==> src/design/cam_display_pkg.sv <==
// ==========================================================================
// shared pixel types and default VGA raster, single clock domain only
// luma weights are BT.601 scaled by 256, result taken as sum >> 8
// ==========================================================================
package cam_display_pkg;

    // stored pixel, msb first
    typedef struct packed {
        logic [4:0] r5;
        logic [5:0] g6;
        logic [4:0] b5;
    } rgb565_t;

    typedef logic [7:0]  chan8_t;
    typedef logic [16:0] pix_addr_t;    // covers 320x240 = 76800 words

    // stored image, shown doubled on 640x480
    localparam int DEF_IMG_W = 320;
    localparam int DEF_IMG_H = 240;

    // bank 0 holds words below this boundary
    localparam int DEF_BANK_WORDS = 32768;

    // horizontal porches in pixel clocks
    localparam int DEF_H_FRONT = 16;
    localparam int DEF_H_SYNC  = 96;
    localparam int DEF_H_BACK  = 48;

    // vertical porches in lines
    localparam int DEF_V_FRONT = 10;
    localparam int DEF_V_SYNC  = 2;
    localparam int DEF_V_BACK  = 33;

    // read address to RGB out, ram read plus output register
    localparam int PIPE_LAT = 2;

    localparam int LUMA_WR = 77;
    localparam int LUMA_WG = 150;
    localparam int LUMA_WB = 29;

endpackage
==> src/design/pixel_color_path.sv <==
// ==========================================================================
// RGB565 to RGB888 by bit replication, optional BT.601 luma on all channels
// output registered, zero outside the active area
// ==========================================================================
`timescale 1ns/100ps

module pixel_color_path (
    input  logic                     clk_25_vga,
    input  logic                     arst_n,
    input  cam_display_pkg::rgb565_t rd_data,
    input  logic                     rd_active,
    input  logic                     sw_grayscale,
    output cam_display_pkg::chan8_t  vga_r,
    output cam_display_pkg::chan8_t  vga_g,
    output cam_display_pkg::chan8_t  vga_b
);

    import cam_display_pkg::*;

    logic        active_d1;    // matches the ram read cycle
    chan8_t      r8;
    chan8_t      g8;
    chan8_t      b8;
    logic [15:0] luma_sum;     // max 256*255 fits
    chan8_t      luma;

    // top bits copied down so full scale maps to 255
    assign r8 = {rd_data.r5, rd_data.r5[4:2]};
    assign g8 = {rd_data.g6, rd_data.g6[5:4]};
    assign b8 = {rd_data.b5, rd_data.b5[4:2]};

    assign luma_sum = 16'(LUMA_WR * r8 + LUMA_WG * g8 + LUMA_WB * b8);
    assign luma     = luma_sum[15:8];

    always_ff @(posedge clk_25_vga or negedge arst_n) begin
        if (!arst_n) begin
            active_d1 <= 1'b0;
        end else begin
            active_d1 <= rd_active;
        end
    end

    // second pipeline stage
    always_ff @(posedge clk_25_vga or negedge arst_n) begin
        if (!arst_n) begin
            vga_r <= '0;
            vga_g <= '0;
            vga_b <= '0;
        end else if (!active_d1) begin
            vga_r <= '0;    // blanking
            vga_g <= '0;
            vga_b <= '0;
        end else if (sw_grayscale) begin
            vga_r <= luma;
            vga_g <= luma;
            vga_b <= luma;
        end else begin
            vga_r <= r8;
            vga_g <= g8;
            vga_b <= b8;
        end
    end

endmodule

==> config.mk <==
export PLATFORM = sky130hd
export DESIGN_NAME = pixel_color_path
export DESIGN_NICKNAME = d
export VERILOG_FILES = /design/src/design/cam_display_pkg.sv /design/src/design/pixel_color_path.sv
export SDC_FILE = /design/constraint.sdc
export NUM_CORES = 1
export LEC_CHECK = 0
export ABC_CLOCK_PERIOD_IN_PS = 2300
export BUFFER_PORTS_ARGS = -buffer_cell sky130_fd_sc_hd__buf_2
export CAP_MARGIN = 40
export CORE_ASPECT_RATIO = 0.6
export CORE_MARGIN = 2
export CORE_UTILIZATION = 60
export CTS_CLUSTER_DIAMETER = 50
export DETAILED_ROUTE_END_ITERATION = 12
export PLACE_DENSITY = 0.81
export SLEW_MARGIN = 25
export SYNTH_ARGS = -nofsm -noshare
export SYNTH_HDL_FRONTEND = slang
export SYNTH_SLANG_ARGS = --single-unit
export TNS_END_PERCENT = 20
==> constraint.sdc <==
create_clock -name clk_25_vga -period 2.3 [get_ports clk_25_vga]
set_clock_uncertainty 0.05 [all_clocks]
set_input_delay 0.46 -clock clk_25_vga [delete_from_list [all_inputs] [get_ports clk_25_vga]]
set_output_delay 0.46 -clock clk_25_vga [all_outputs]
set_load 0.02 [all_outputs]
==> flow_summary.ini <==
[global_route]
grt.total_usage_pct = 34.1
first_global_vias = 3780
grt_pass1_wl_um = 18400
antenna_found_initial = 0
grt_overflow = 0
grt_max_degree = 26

[timing]
worst_pin_slew_ns = 0.683
final_max_slew_viol_count = 0
rsz0062_at_grt = true
min_period_over_period_pct = 258
fmax_ghz = 0.169
setup_tns_ns = -83.93
setup_ws_ns = -3.63
finalHoldViolCount = 0
worst_hold_slack_ns = 0.105
finalSetupViolCount = 24
slew_headroom_pct = 54.4
period_minus_slack_ns = 5.93

[min_path]
hp-class = in2async

[route]
first_pass_iters = 5
drt_first_iter_violations = 220
via_per_inst = 5.75
vias = 3520
wire_per_inst_um = 20.4
drcViolationCount = 0
drt_wl_total_um = 12500
antenna_left = 0

[floorplanning]
placementRows = 23
die_y_um = 67.3
start_util_pct = 61.1
core_sq_um = 6560
io_pins = 44
die_area_sq_um = 7370
die_w_um = 110

[placement]
gp_congestion = 0.949
portBuffers = 43
place_hpwl_um = 8990
dp.cells = 601

[clock_tree]
insertion_delay_ns = 0.26
cts_htree_levels = 1
clockRootBuffer = clkbuf_8
cts_buffers = 3
clk_pin_slew_ns = 0.08
clockBufferDepth = 2
cts-hold-fix-buffers = 0
cts_tree = done
cts_sinks = 25

[synthesis]
synth_compound_area_share_pct = 11.5
syn_nets = 557
syn_inst = 399
synth_xor_area_share_pct = 3.71
synth-main-ff-cell = dfrtp_1
ys_top_cells_by_area = fa_1, ha_1, dfrtp_1
synthAdderAreaFrac_pct = 53.4
synth_area_per_cell_sq_um = 10.1
synthArstFlopShare_pct = 100
syn-cell-area_sq_um = 4010
synth_top_area_share_pct = 27.5
yosysMostFrequentCell = inv_1
synth-edff-count = 0
yosys.area_share.simple_pct = 5.09
synth_seq_cells = 25
yosys_warnings = 0
synth_top_family_by_area = adder cells
yosysUniqueCellTypes = 42
ys_seq_area_share_pct = 15.6
synth_mux_area_share_pct = 0.499
synthTopCellsByCount = inv_1, ha_1, fa_1, dfrtp_1, nand2_1
synth.largest_area_cell = fa_1

[setup_path]
path_class = in2reg
slowest_delay_ns = 0.53
critPathLaunchType = input pin
ff2ff_path_depth = 3
required_ns = 2.40
critPathArrivalTime_ns = 6.03
cp_max_fo = 5
end_kind = flop
cp_slowest_cell = fa_2

[outcome]
outcome = finished, violations left
failed_checks = negative setup slack

[final_layout]
n_fill_cell = 334
num_antenna_cells = 0
area_growth_pct = 34.7
fin_nets = 684
fin_util_pct = 82.3
final_cells = 612
layout-drive-gt1-share_pct = 37.1

[job]
drv_cap = 0
==> path summary, 6_finish.rpt <==
path                                startpoint             endpoint  slack (ns)
setup / recovery                    rd_data[7]   vga_r[7]$_DFF_PN0_       -3.63
hold reg to reg            active_d1$_DFF_PN0_   vga_b[4]$_DFF_PN0_        0.71
max in group asynchronous               arst_n   vga_g[0]$_DFF_PN0_        1.76
min in group clk_25_vga              rd_active  active_d1$_DFF_PN0_        0.25
hold / removal                          arst_n   vga_r[6]$_DFF_PN0_        0.10
setup reg to reg           active_d1$_DFF_PN0_   vga_r[2]$_DFF_PN0_        0.66
==> flip-flops by register name, indices dropped and copies added (netlist names) <==
| register | count |
|---|---|
| active_d1 | 1 |
| vga_b | 8 |
| vga_g | 8 |
| vga_r | 8 |
==> cell type report <==
| class | instances | area, sq um | share of cell area, % |
|---|---|---|---|
| clock buffers | 4 | 45.0 | 0.834 |
| inverters | 105 | 394 | 7.30 |
| well taps | 87 | 109 | 2.02 |
| repair buffers | 125 | 847 | 15.7 |
| multi-input cells | 266 | 3380 | 62.6 |
| flip-flops and latches | 25 | 626 | 11.6 |
==> worst max-delay path: cells and delay by family <==
family | cells | cell delay, ns
AOI/OAI and AO/OA | 5 | 0.85
adders and majority gates | 10 | 3.70
muxes | 1 | 0.16
and+or+nand+nor | 3 | 0.35
xor gates and xnor gates | 1 | 0.18
buffers and inverters | 5 | 0.32
==> cell usage in the layout, fill, tap and decap left out, types with 6 or more instances in the layout <==
cell type  netlist  final
ha_4             0     15
nand2_1         25     23
fa_1            55     51
dfrtp_1         25     25
inv_1          103     96
ha_1            83     68
a21oi_2          1      6
a21o_1          10     10
buf_2            0     41
inv_2            1      8
xnor2_1         11     10
buf_4            1     82
o21ai_1         10      7
==> per-layer routing <==
metal | wire length [um] | up-vias | track usage [%]
met1 | 4960 | 1695 | 42.2
met4 | 748 | 0 | 17.4
met3 | 1080 | 77 | 5.02
li1 | - | 1527 | -
met5 | 0 | - | 0
met2 | 5700 | 221 | 59.0
==> per-stage QoR <==
stage | worst slack [ns] | cell area, sq um
4_1_cts | -3.53 | 5260
2_1_floorplan | -3.47 | 4110
3_3_place_gp | -3.83 | 4980
5_1_grt | -3.74 | 5400
3_5_place_dp | -4.03 | 4980
6_report | -3.63 | 5400
==> repair_timing <==
action	CTS	global route
resized for setup	37	24
endpoints found under the setup margin	24	24
buffers inserted	6	1
pin swaps	30	14
==> cells by family after synthesis <==
kind of cell | Yosys count
multiplexers | 2
flip-flops | 25
AND/OR/NAND/NOR | 44
adder cells (fa/ha/maj) | 138
XOR/XNOR | 17
buffers and inverters | 108
AO/OA/AOI/OAI | 65
Power is left out: the tool's default activity adds up to more than one toggle a clock period on the data nets, which glitch-free logic cannot reach.
