==> src/design/cam_display_pkg.sv <==
// ==========================================================================
// shared pixel types and default VGA raster, single clock domain only
// luma weights are BT.601 scaled by 256, result taken as sum >> 8
// ==========================================================================
package cam_display_pkg;

    // stored pixel, msb first
    typedef struct packed {
        logic [4:0] r5;
        logic [5:0] g6;
        logic [4:0] b5;
    } rgb565_t;

    typedef logic [7:0]  chan8_t;
    typedef logic [16:0] pix_addr_t;    // covers 320x240 = 76800 words

    // stored image, shown doubled on 640x480
    localparam int DEF_IMG_W = 320;
    localparam int DEF_IMG_H = 240;

    // bank 0 holds words below this boundary
    localparam int DEF_BANK_WORDS = 32768;

    // horizontal porches in pixel clocks
    localparam int DEF_H_FRONT = 16;
    localparam int DEF_H_SYNC  = 96;
    localparam int DEF_H_BACK  = 48;

    // vertical porches in lines
    localparam int DEF_V_FRONT = 10;
    localparam int DEF_V_SYNC  = 2;
    localparam int DEF_V_BACK  = 33;

    // read address to RGB out, ram read plus output register
    localparam int PIPE_LAT = 2;

    localparam int LUMA_WR = 77;
    localparam int LUMA_WG = 150;
    localparam int LUMA_WB = 29;

endpackage
==> src/design/vga_timing.sv <==
// ==========================================================================
// raster counters start on the first active pixel after reset release
// sync outputs are active low and delayed by PIPE_LAT to match the RGB path
// ==========================================================================
`timescale 1ns/100ps

module vga_timing #(
    parameter int IMG_W   = cam_display_pkg::DEF_IMG_W,
    parameter int IMG_H   = cam_display_pkg::DEF_IMG_H,
    parameter int H_FRONT = cam_display_pkg::DEF_H_FRONT,
    parameter int H_SYNC  = cam_display_pkg::DEF_H_SYNC,
    parameter int H_BACK  = cam_display_pkg::DEF_H_BACK,
    parameter int V_FRONT = cam_display_pkg::DEF_V_FRONT,
    parameter int V_SYNC  = cam_display_pkg::DEF_V_SYNC,
    parameter int V_BACK  = cam_display_pkg::DEF_V_BACK
) (
    input  logic                      clk_25_vga,
    input  logic                      arst_n,
    output cam_display_pkg::pix_addr_t rd_addr,
    output logic                      rd_active,
    output logic                      vga_hsync,
    output logic                      vga_vsync,
    output logic                      vga_blank_n
);

    import cam_display_pkg::*;

    localparam int H_ACT   = 2 * IMG_W;    // doubled horizontally
    localparam int V_ACT   = 2 * IMG_H;
    localparam int H_TOTAL = H_ACT + H_FRONT + H_SYNC + H_BACK;
    localparam int V_TOTAL = V_ACT + V_FRONT + V_SYNC + V_BACK;
    localparam int HCW     = $clog2(H_TOTAL);
    localparam int VCW     = $clog2(V_TOTAL);

    logic [HCW-1:0] h_cnt;
    logic [VCW-1:0] v_cnt;
    logic           h_last;
    logic           v_last;
    logic           h_act;
    logic           v_act;
    logic           hsync_raw;
    logic           vsync_raw;
    logic           blank_n_raw;
    pix_addr_t      row_base;      // (y/2)*IMG_W, kept as a running sum

    logic [PIPE_LAT-1:0] hsync_pipe;
    logic [PIPE_LAT-1:0] vsync_pipe;
    logic [PIPE_LAT-1:0] blank_pipe;

    assign h_last = (h_cnt == HCW'(H_TOTAL - 1));
    assign v_last = (v_cnt == VCW'(V_TOTAL - 1));
    assign h_act  = (h_cnt < HCW'(H_ACT));
    assign v_act  = (v_cnt < VCW'(V_ACT));

    // pixel and line counters, row base steps every second line
    always_ff @(posedge clk_25_vga or negedge arst_n) begin
        if (!arst_n) begin
            h_cnt    <= '0;
            v_cnt    <= '0;
            row_base <= '0;
        end else if (h_last) begin
            h_cnt <= '0;
            if (v_last) begin
                v_cnt    <= '0;
                row_base <= '0;
            end else begin
                v_cnt <= v_cnt + 1'b1;
                if (v_cnt[0]) begin
                    row_base <= row_base + pix_addr_t'(IMG_W); // leaving an odd line
                end
            end
        end else begin
            h_cnt <= h_cnt + 1'b1;
        end
    end

    // sync pulses sit after the front porch
    assign hsync_raw = !((h_cnt >= HCW'(H_ACT + H_FRONT)) &&
                         (h_cnt <  HCW'(H_ACT + H_FRONT + H_SYNC)));
    assign vsync_raw = !((v_cnt >= VCW'(V_ACT + V_FRONT)) &&
                         (v_cnt <  VCW'(V_ACT + V_FRONT + V_SYNC)));

    assign rd_active   = h_act && v_act;
    assign blank_n_raw = rd_active;

    // x/2 within the current source row
    assign rd_addr = rd_active ? (row_base + pix_addr_t'(h_cnt >> 1)) : '0;

    // align sync and blank with the ram read and the color register
    always_ff @(posedge clk_25_vga or negedge arst_n) begin
        if (!arst_n) begin
            hsync_pipe <= '1;
            vsync_pipe <= '1;
            blank_pipe <= '0;    // blanked until the first pixel reaches the output
        end else begin
            hsync_pipe <= {hsync_pipe[PIPE_LAT-2:0], hsync_raw};
            vsync_pipe <= {vsync_pipe[PIPE_LAT-2:0], vsync_raw};
            blank_pipe <= {blank_pipe[PIPE_LAT-2:0], blank_n_raw};
        end
    end

    assign vga_hsync   = hsync_pipe[PIPE_LAT-1];
    assign vga_vsync   = vsync_pipe[PIPE_LAT-1];
    assign vga_blank_n = blank_pipe[PIPE_LAT-1];

endmodule

==> config.mk <==
export PLATFORM = sky130hd
export DESIGN_NAME = vga_timing
export DESIGN_NICKNAME = d
export VERILOG_FILES = /design/src/design/cam_display_pkg.sv /design/src/design/vga_timing.sv
export SDC_FILE = /design/constraint.sdc
export NUM_CORES = 1
export LEC_CHECK = 0
export BUFFER_PORTS_ARGS = -buffer_cell sky130_fd_sc_hd__buf_2
export CAP_MARGIN = 20
export CORE_MARGIN = 1.5
export CORE_UTILIZATION = 45
export CTS_CLUSTER_SIZE = 30
export DETAILED_ROUTE_END_ITERATION = 10
export GPL_TIMING_DRIVEN = 1
export PLACE_DENSITY_LB_ADDON = 0.1
export SYNTH_ARGS = -nofsm -noshare
export SYNTH_HDL_FRONTEND = slang
export SYNTH_SLANG_ARGS = --single-unit
==> constraint.sdc <==
create_clock -name clk_25_vga -period 3.04 [get_ports clk_25_vga]
set_clock_uncertainty 0.1 [all_clocks]
set_input_delay 0.152 -clock clk_25_vga [delete_from_list [all_inputs] [get_ports clk_25_vga]]
set_output_delay 0.152 -clock clk_25_vga [all_outputs]
set_load 0.05 [all_outputs]
==> results of run 1 <==
==> cells in the mapped netlist, drive strengths merged, types with 3 or more instances <==
cell type | number | share of area (%)
dfrtp | 33 | 39
nor2 | 27 | 4.8
xnor2 | 19 | 7.8
nand3 | 12 | 2.8
nand2 | 11 | 1.9
nor4 | 11 | 3.8
inv | 9 | 1.6
nor3 | 9 | 2.1
ha | 8 | 4.7
o21ai | 8 | 1.9
and2 | 7 | 2.1
clkbuf | 7 | 1.2
nand4 | 7 | 2.1
a21oi | 5 | 1.2
and4 | 5 | 2.1
buf | 5 | 1.6
dfstp | 4 | 4.9
xor2 | 4 | 1.6
a22o | 3 | 1.2
and3 | 3 | 0.88
o21a | 3 | 1.1
or3 | 3 | 0.88
==> report_power, final <==
part           switching (µW)  internal [µW]
Combinational            9.31           1.28
Sequential                  0            492
Clock                     177            158
Total                     186            652
==> sequential cells by signal, indices dropped and copies added, names as in the netlist <==
name        cells
blank_pipe      2
h_cnt          10
hsync_pipe      2
row_base       11
v_cnt          10
vsync_pipe      2
==> final cells by class <==
type	count	area (µm²)
clock inverter	3	17.5
sequential	37	931
multi-input combinational	169	1110
tap	52	65.1
fill	426	2090
clock buffer	5	68.8
inverter	9	33.8
timing repair buffer	25	135
==> path summary, 6_finish.rpt <==
check | startpoint | end | slack [ns]
max | h_cnt[8] | rd_addr[14] | 0.27
max reg2reg | h_cnt[5] | row_base[14] | 0.50
min in group asynchronous | arst_n | blank_pipe[0] | 0.39
max in group asynchronous | arst_n | h_cnt[4] | 1.92
min reg2reg | blank_pipe[0] | blank_pipe[1] | 0.25
min | blank_pipe[0] | blank_pipe[1] | 0.25
==> metal layers <==
layer | vias up | global-route usage [%] | part of all wire, %
met2 | 28 | 30.8 | 46
met4 | 0 | 8.60 | 1.4
met5 | - | 0 | 0
met3 | 7 | 4.08 | 3.2
met1 | 795 | 26.5 | 49
li1 | 857 | - | -
==> logic make-up (layout without fill, tap and decap cells) <==
logic type,Yosys count,count (layout),share of synthesized area (%)
compound gates,30,30,9.39
xor+xnor,23,23,9.45
fa+ha+maj,8,8,4.70
buf+inv,21,42,4.40
flops,37,37,43.7
mux,1,1,0.470
simple gates,107,107,27.9
==> repair_timing <==
action	in CTS	in global routing
setup endpoints to repair	0	0
endpoints found under the hold margin	33	0
resized for setup	0	0
hold buffers	1	0
==> stage by stage <==
step	util (%)	setup WS (ns)	instances	hold WS [ns]	area [µm²]
2_1_floorplan	-	0.333	227	-0.244	2130
5_1_grt	53.1	0.0310	300	0.259	2360
6_report	53.1	0.268	300	0.252	2360
3_3_place_gp	50.9	0.531	291	0.191	2260
3_5_place_dp	50.9	0.534	291	0.183	2260
4_1_cts	53.1	0.262	300	0.256	2360
==> metrics.cfg, run 1 <==
[status]
status = complete, but fails checks
violations = DRC

[drt]
dr.pass1.iters = 7
drc_errors = 4
wl_um = 4490
first_iter_violations = 135
wl_per_cell_um = 15.0
antenna_left = 0
viasPerCell = 5.62
vias = 1687

[global_routing]
grt-ovfl-total = 0
grt_max_degree = 38
grt_pass1_vias = 1702
grt_usage_pct = 19.7
antenna_found_initial = 0
grt_pass1_wl_um = 7940

[yosys]
ys_seq_area_share_pct = 43.7
synth_seq_cells = 37
yosysWarningCount = 0
synth-main-ff-cell = dfrtp_1
synthDistinctLibCells = 43
syn-cell-area_mm2 = 0.00213
synthCells = 227
syn_avg_cell_area_um2 = 9.39
async_reset_ff_share_pct = 100
syn_nets = 237
synth-edff-count = 0

[setup_path]
crit_path_max_fanout = 6
crit_type = register to primary output
critPathRequiredTime_ns = 2.79
crit_buf_inv = 1
crit_path_top_delay_cell = a211oi_1
reg2reg_depth = 4
path_cells = ha_1 > a211oi_1 > nor3_1 > a31oi_1 > o21a_1 > buf_2
path_depth = 6
path_delay_family = compound AO/OA/AOI/OAI gates
crit_arrival_ns = 2.52
cp-start-kind = register
critical-path-max-stage-delay_ns = 0.57
end_kind = primary output

[placed_design]
gp_congestion = 0.815
dp_hpwl_um = 3220
port_buffers = 22

[die]
initial_core_util_pct = 48.0
dieWidth_um = 71.8
num_rows = 24
io_pins = 23
die-area_mm2 = 0.00516
die_h_um = 71.8
core_mm2 = 0.00444

[finish]
final_layout_size_suffix_gt1_share_pct = 15.7
num-nets-final = 257
areaGrowthSynthToFinish_pct = 10.6
final_common_cell = dfrtp_1
final_cell_mix = dfrtp_1, nor2_1, buf_2
n_antenna_cell = 0

[clock_network]
cts.sinks = 37
h-tree-depth = 2
path_clk_slew_ns = 0.07
root_buffer = clkbuf_8
clockBufferDepth = 2
numCtsBuffers = 5
cts_tree = built
cts_setup_buffers = 0
clock_latency_ns = 0.29

[timing]
max_freq_ghz = 0.361
slew_headroom_pct = 45.4
hold_violations = 0
maxSlewViolCount = 0
fin_crit_ns = 2.77
worst_pin_slew_ns = 0.818
grt_setup_unrepaired = false
fin_setup_tns_ns = 0
setup_viol = 0
timing.final.crit_share_pct = 91.2

[power_and_ir_drop]
total_leakage_power_uw = 0.00100
peakVddDrop_v = 0.000282
power_density_mw_per_mm2 = 355
total_power_uw = 838

[hold_path]
holdPathStages = 0
hold_class = register to register

[job]
max-cap-violations = 0

(Power assumes the default switching activity.)
==> inputs of run 2 (changes only) <==
Settings changed: ABC_AREA set to 1, CAP_MARGIN 20 to unset, TNS_END_PERCENT set to 50.
==> metrics.cfg, run 2 <==
[setup_path]
crit_type = register to primary output
path_delay_family = simple AND/OR/NAND/NOR gates
path_cells = nand3_1 > nand3_1 > nor2_1 > inv_1 > nor2_1 > buf_2
end_kind = primary output
crit_arrival_ns = 2.19
crit_buf_inv = 2
critical-path-max-stage-delay_ns = 0.51
crit_path_max_fanout = 12
critPathRequiredTime_ns = 2.79
crit_path_top_delay_cell = nor2_1
cp-start-kind = register

[finish]
areaGrowthSynthToFinish_pct = 11.1
final_layout_size_suffix_gt1_share_pct = 14.5
num-nets-final = 341
final_common_cell = nand2_1
final_cell_mix = nand2_1, nor2_1, inv_1
n_antenna_cell = 0
top_register = row_base
largest_register_ffs = 11
top_regs = row_base: 11 flops, h_cnt: 10 flops, v_cnt: 10 flops
utilization_pct = 52.7

[global_routing]
antenna_found_initial = 0
grt_pass1_vias = 1811
grt_usage_pct = 19.5
grt-ovfl-total = 0
grt_pass1_wl_um = 8270
grt_max_degree = 38

[yosys]
async_reset_ff_share_pct = 100
synth-edff-count = 0
synth-main-ff-cell = dfrtp_1
syn_nets = 316
synthDistinctLibCells = 28
synthTopCellsByCount = nand2_1, nor2_1, inv_1, dfrtp_1, nand3_1
yosysMostFrequentCell = nand2_1
synthAdderAreaFrac_pct = 4.38
synthCells = 306
yosysTopAreaCell = dfrtp_1
muxShareOfSynthArea_pct = 0
synth.area.top_cells = dfrtp_1, nand2_1, nor2_1, inv_1, nand3_1
synthSimpleGateAreaFrac_pct = 32.2
syn_avg_cell_area_um2 = 7.46
synth_compound_area_share_pct = 9.92
synth_top_family_by_area = simple AND/OR/NAND/NOR gates
yosysWarningCount = 0
syn-cell-area_mm2 = 0.00228
synth_xor_area_share_pct = 4.22
yosysTopAreaCellShare_pct = 36.2
ys_seq_area_share_pct = 40.8
synth_seq_cells = 37

[placed_design]
dp_hpwl_um = 3410
port_buffers = 22
gp_congestion = 0.909

[timing]
max_freq_ghz = 0.410
fin_setup_tns_ns = 0
maxSlewViolCount = 0
slew_headroom_pct = 44.6
worst_pin_slew_ns = 0.831
hold_violations = 0
setup_viol = 0
fin_crit_ns = 2.44
timing.final.crit_share_pct = 80.3
grt_setup_unrepaired = false

[die]
dieWidth_um = 74.2
io_pins = 23
core_mm2 = 0.00482
num_rows = 25
die_h_um = 74.2
initial_core_util_pct = 47.4
die-area_mm2 = 0.00551

[hold_path]
hold_class = register to register

[power_and_ir_drop]
total_leakage_power_uw = 0.00132
peakVddDrop_v = 0.000192
power_density_mw_per_mm2 = 336

[clock_network]
path_clk_slew_ns = 0.06
cts_setup_buffers = 0
numCtsBuffers = 5
root_buffer = clkbuf_8
cts_resized = 0
h-tree-depth = 2
cts_tree = built
clock_latency_ns = 0.29
clockBufferDepth = 2
cts.sinks = 37

[drt]
dr.pass1.iters = 4
antenna_left = 0
viasPerCell = 4.91
wl_um = 4710
wl_per_cell_um = 11.8
first_iter_violations = 86
drc_errors = 0
vias = 1961

[status]
status = completed

[job]
max-cap-violations = 0

[run 2: cell types whose count changed after synthesis, sizes merged, moves of 5 or more]
| cell | delta |
|---|---|
| nor3 | -6 |
| clkbuf | -7 |
| a21oi | +5 |
| nand2 | +75 |
| o21ai | +15 |
| and4 | -5 |
| xnor2 | -16 |
| nand3 | +14 |
| and2 | -7 |
| nor4 | -11 |
| inv | +30 |
| nor2 | +17 |
[run 2: power by group]
part	internal [µW]	switching (µW)	total (µW)	leakage, µW
Sequential	492	0	492	0.000478
Clock	185	166	350	0.0000455
Combinational	1.28	9.40	10.7	0.000798
Total	679	175	853	0.00132
[run 2: cell families after synthesis]
family	Yosys count
AO/OA/AOI/OAI	37
XOR/XNOR	11
adder cells (fa/ha/maj)	8
buffers and inverters	45
flip-flops	37
AND/OR/NAND/NOR	168
[run 2: path summary, 6_finish.rpt]
| path | depth (start not counted) | slack [ns] | to | start |
|---|---|---|---|---|
| max reg2reg | 10 | 1.08 | row_base[11] | v_cnt[0] |
| max | 6 | 0.60 | rd_addr[2] | h_cnt[7] |
| max in group asynchronous | 2 | 1.91 | row_base[8] | arst_n |
| min reg2reg | 0 | 0.25 | blank_pipe[1] | blank_pipe[0] |
| min in group asynchronous | 2 | 0.40 | h_cnt[3] | arst_n |
| min | 0 | 0.25 | blank_pipe[1] | blank_pipe[0] |
[run 2: layout make-up]
cell class,instances,area [µm²]
Sequential cell,37,931
Multi-Input combinational cell,224,1160
Clock buffer,8,90.1
Tap cell,67,83.8
Fill cell,482,2280
Timing Repair Buffer,23,120
Inverter,40,155
[run 2: stage by stage]
stage | hold WS [ns] | cells | setup slack [ns] | area [µm²] | power [µW]
2_1_floorplan | -0.244 | 306 | 0.810 | 2280 | 502
3_3_place_gp | 0.210 | 390 | 0.930 | 2440 | 512
3_5_place_dp | 0.209 | 390 | 0.883 | 2440 | 512
4_1_cts | 0.257 | 399 | 0.565 | 2540 | 867
5_1_grt | 0.265 | 399 | 0.347 | 2540 | 887
6_report | 0.253 | 399 | 0.599 | 2540 | 853
[run 2: metal layers]
metal | wire length (µm) | global-route usage [%] | vias up
met2 | 2140 | 31.4 | 28
met3 | 133 | 4.07 | 5
met1 | 2400 | 26.7 | 901
li1 | - | - | 1027
met5 | 0 | 0 | -
met4 | 45 | 5.66 | 0
[run 2: timing repair]
item | 4_1_cts | 5_1_grt
setup endpoints to repair | 0 | 0
endpoints found under the hold margin | 33 | 0
hold buffers | 1 | 0
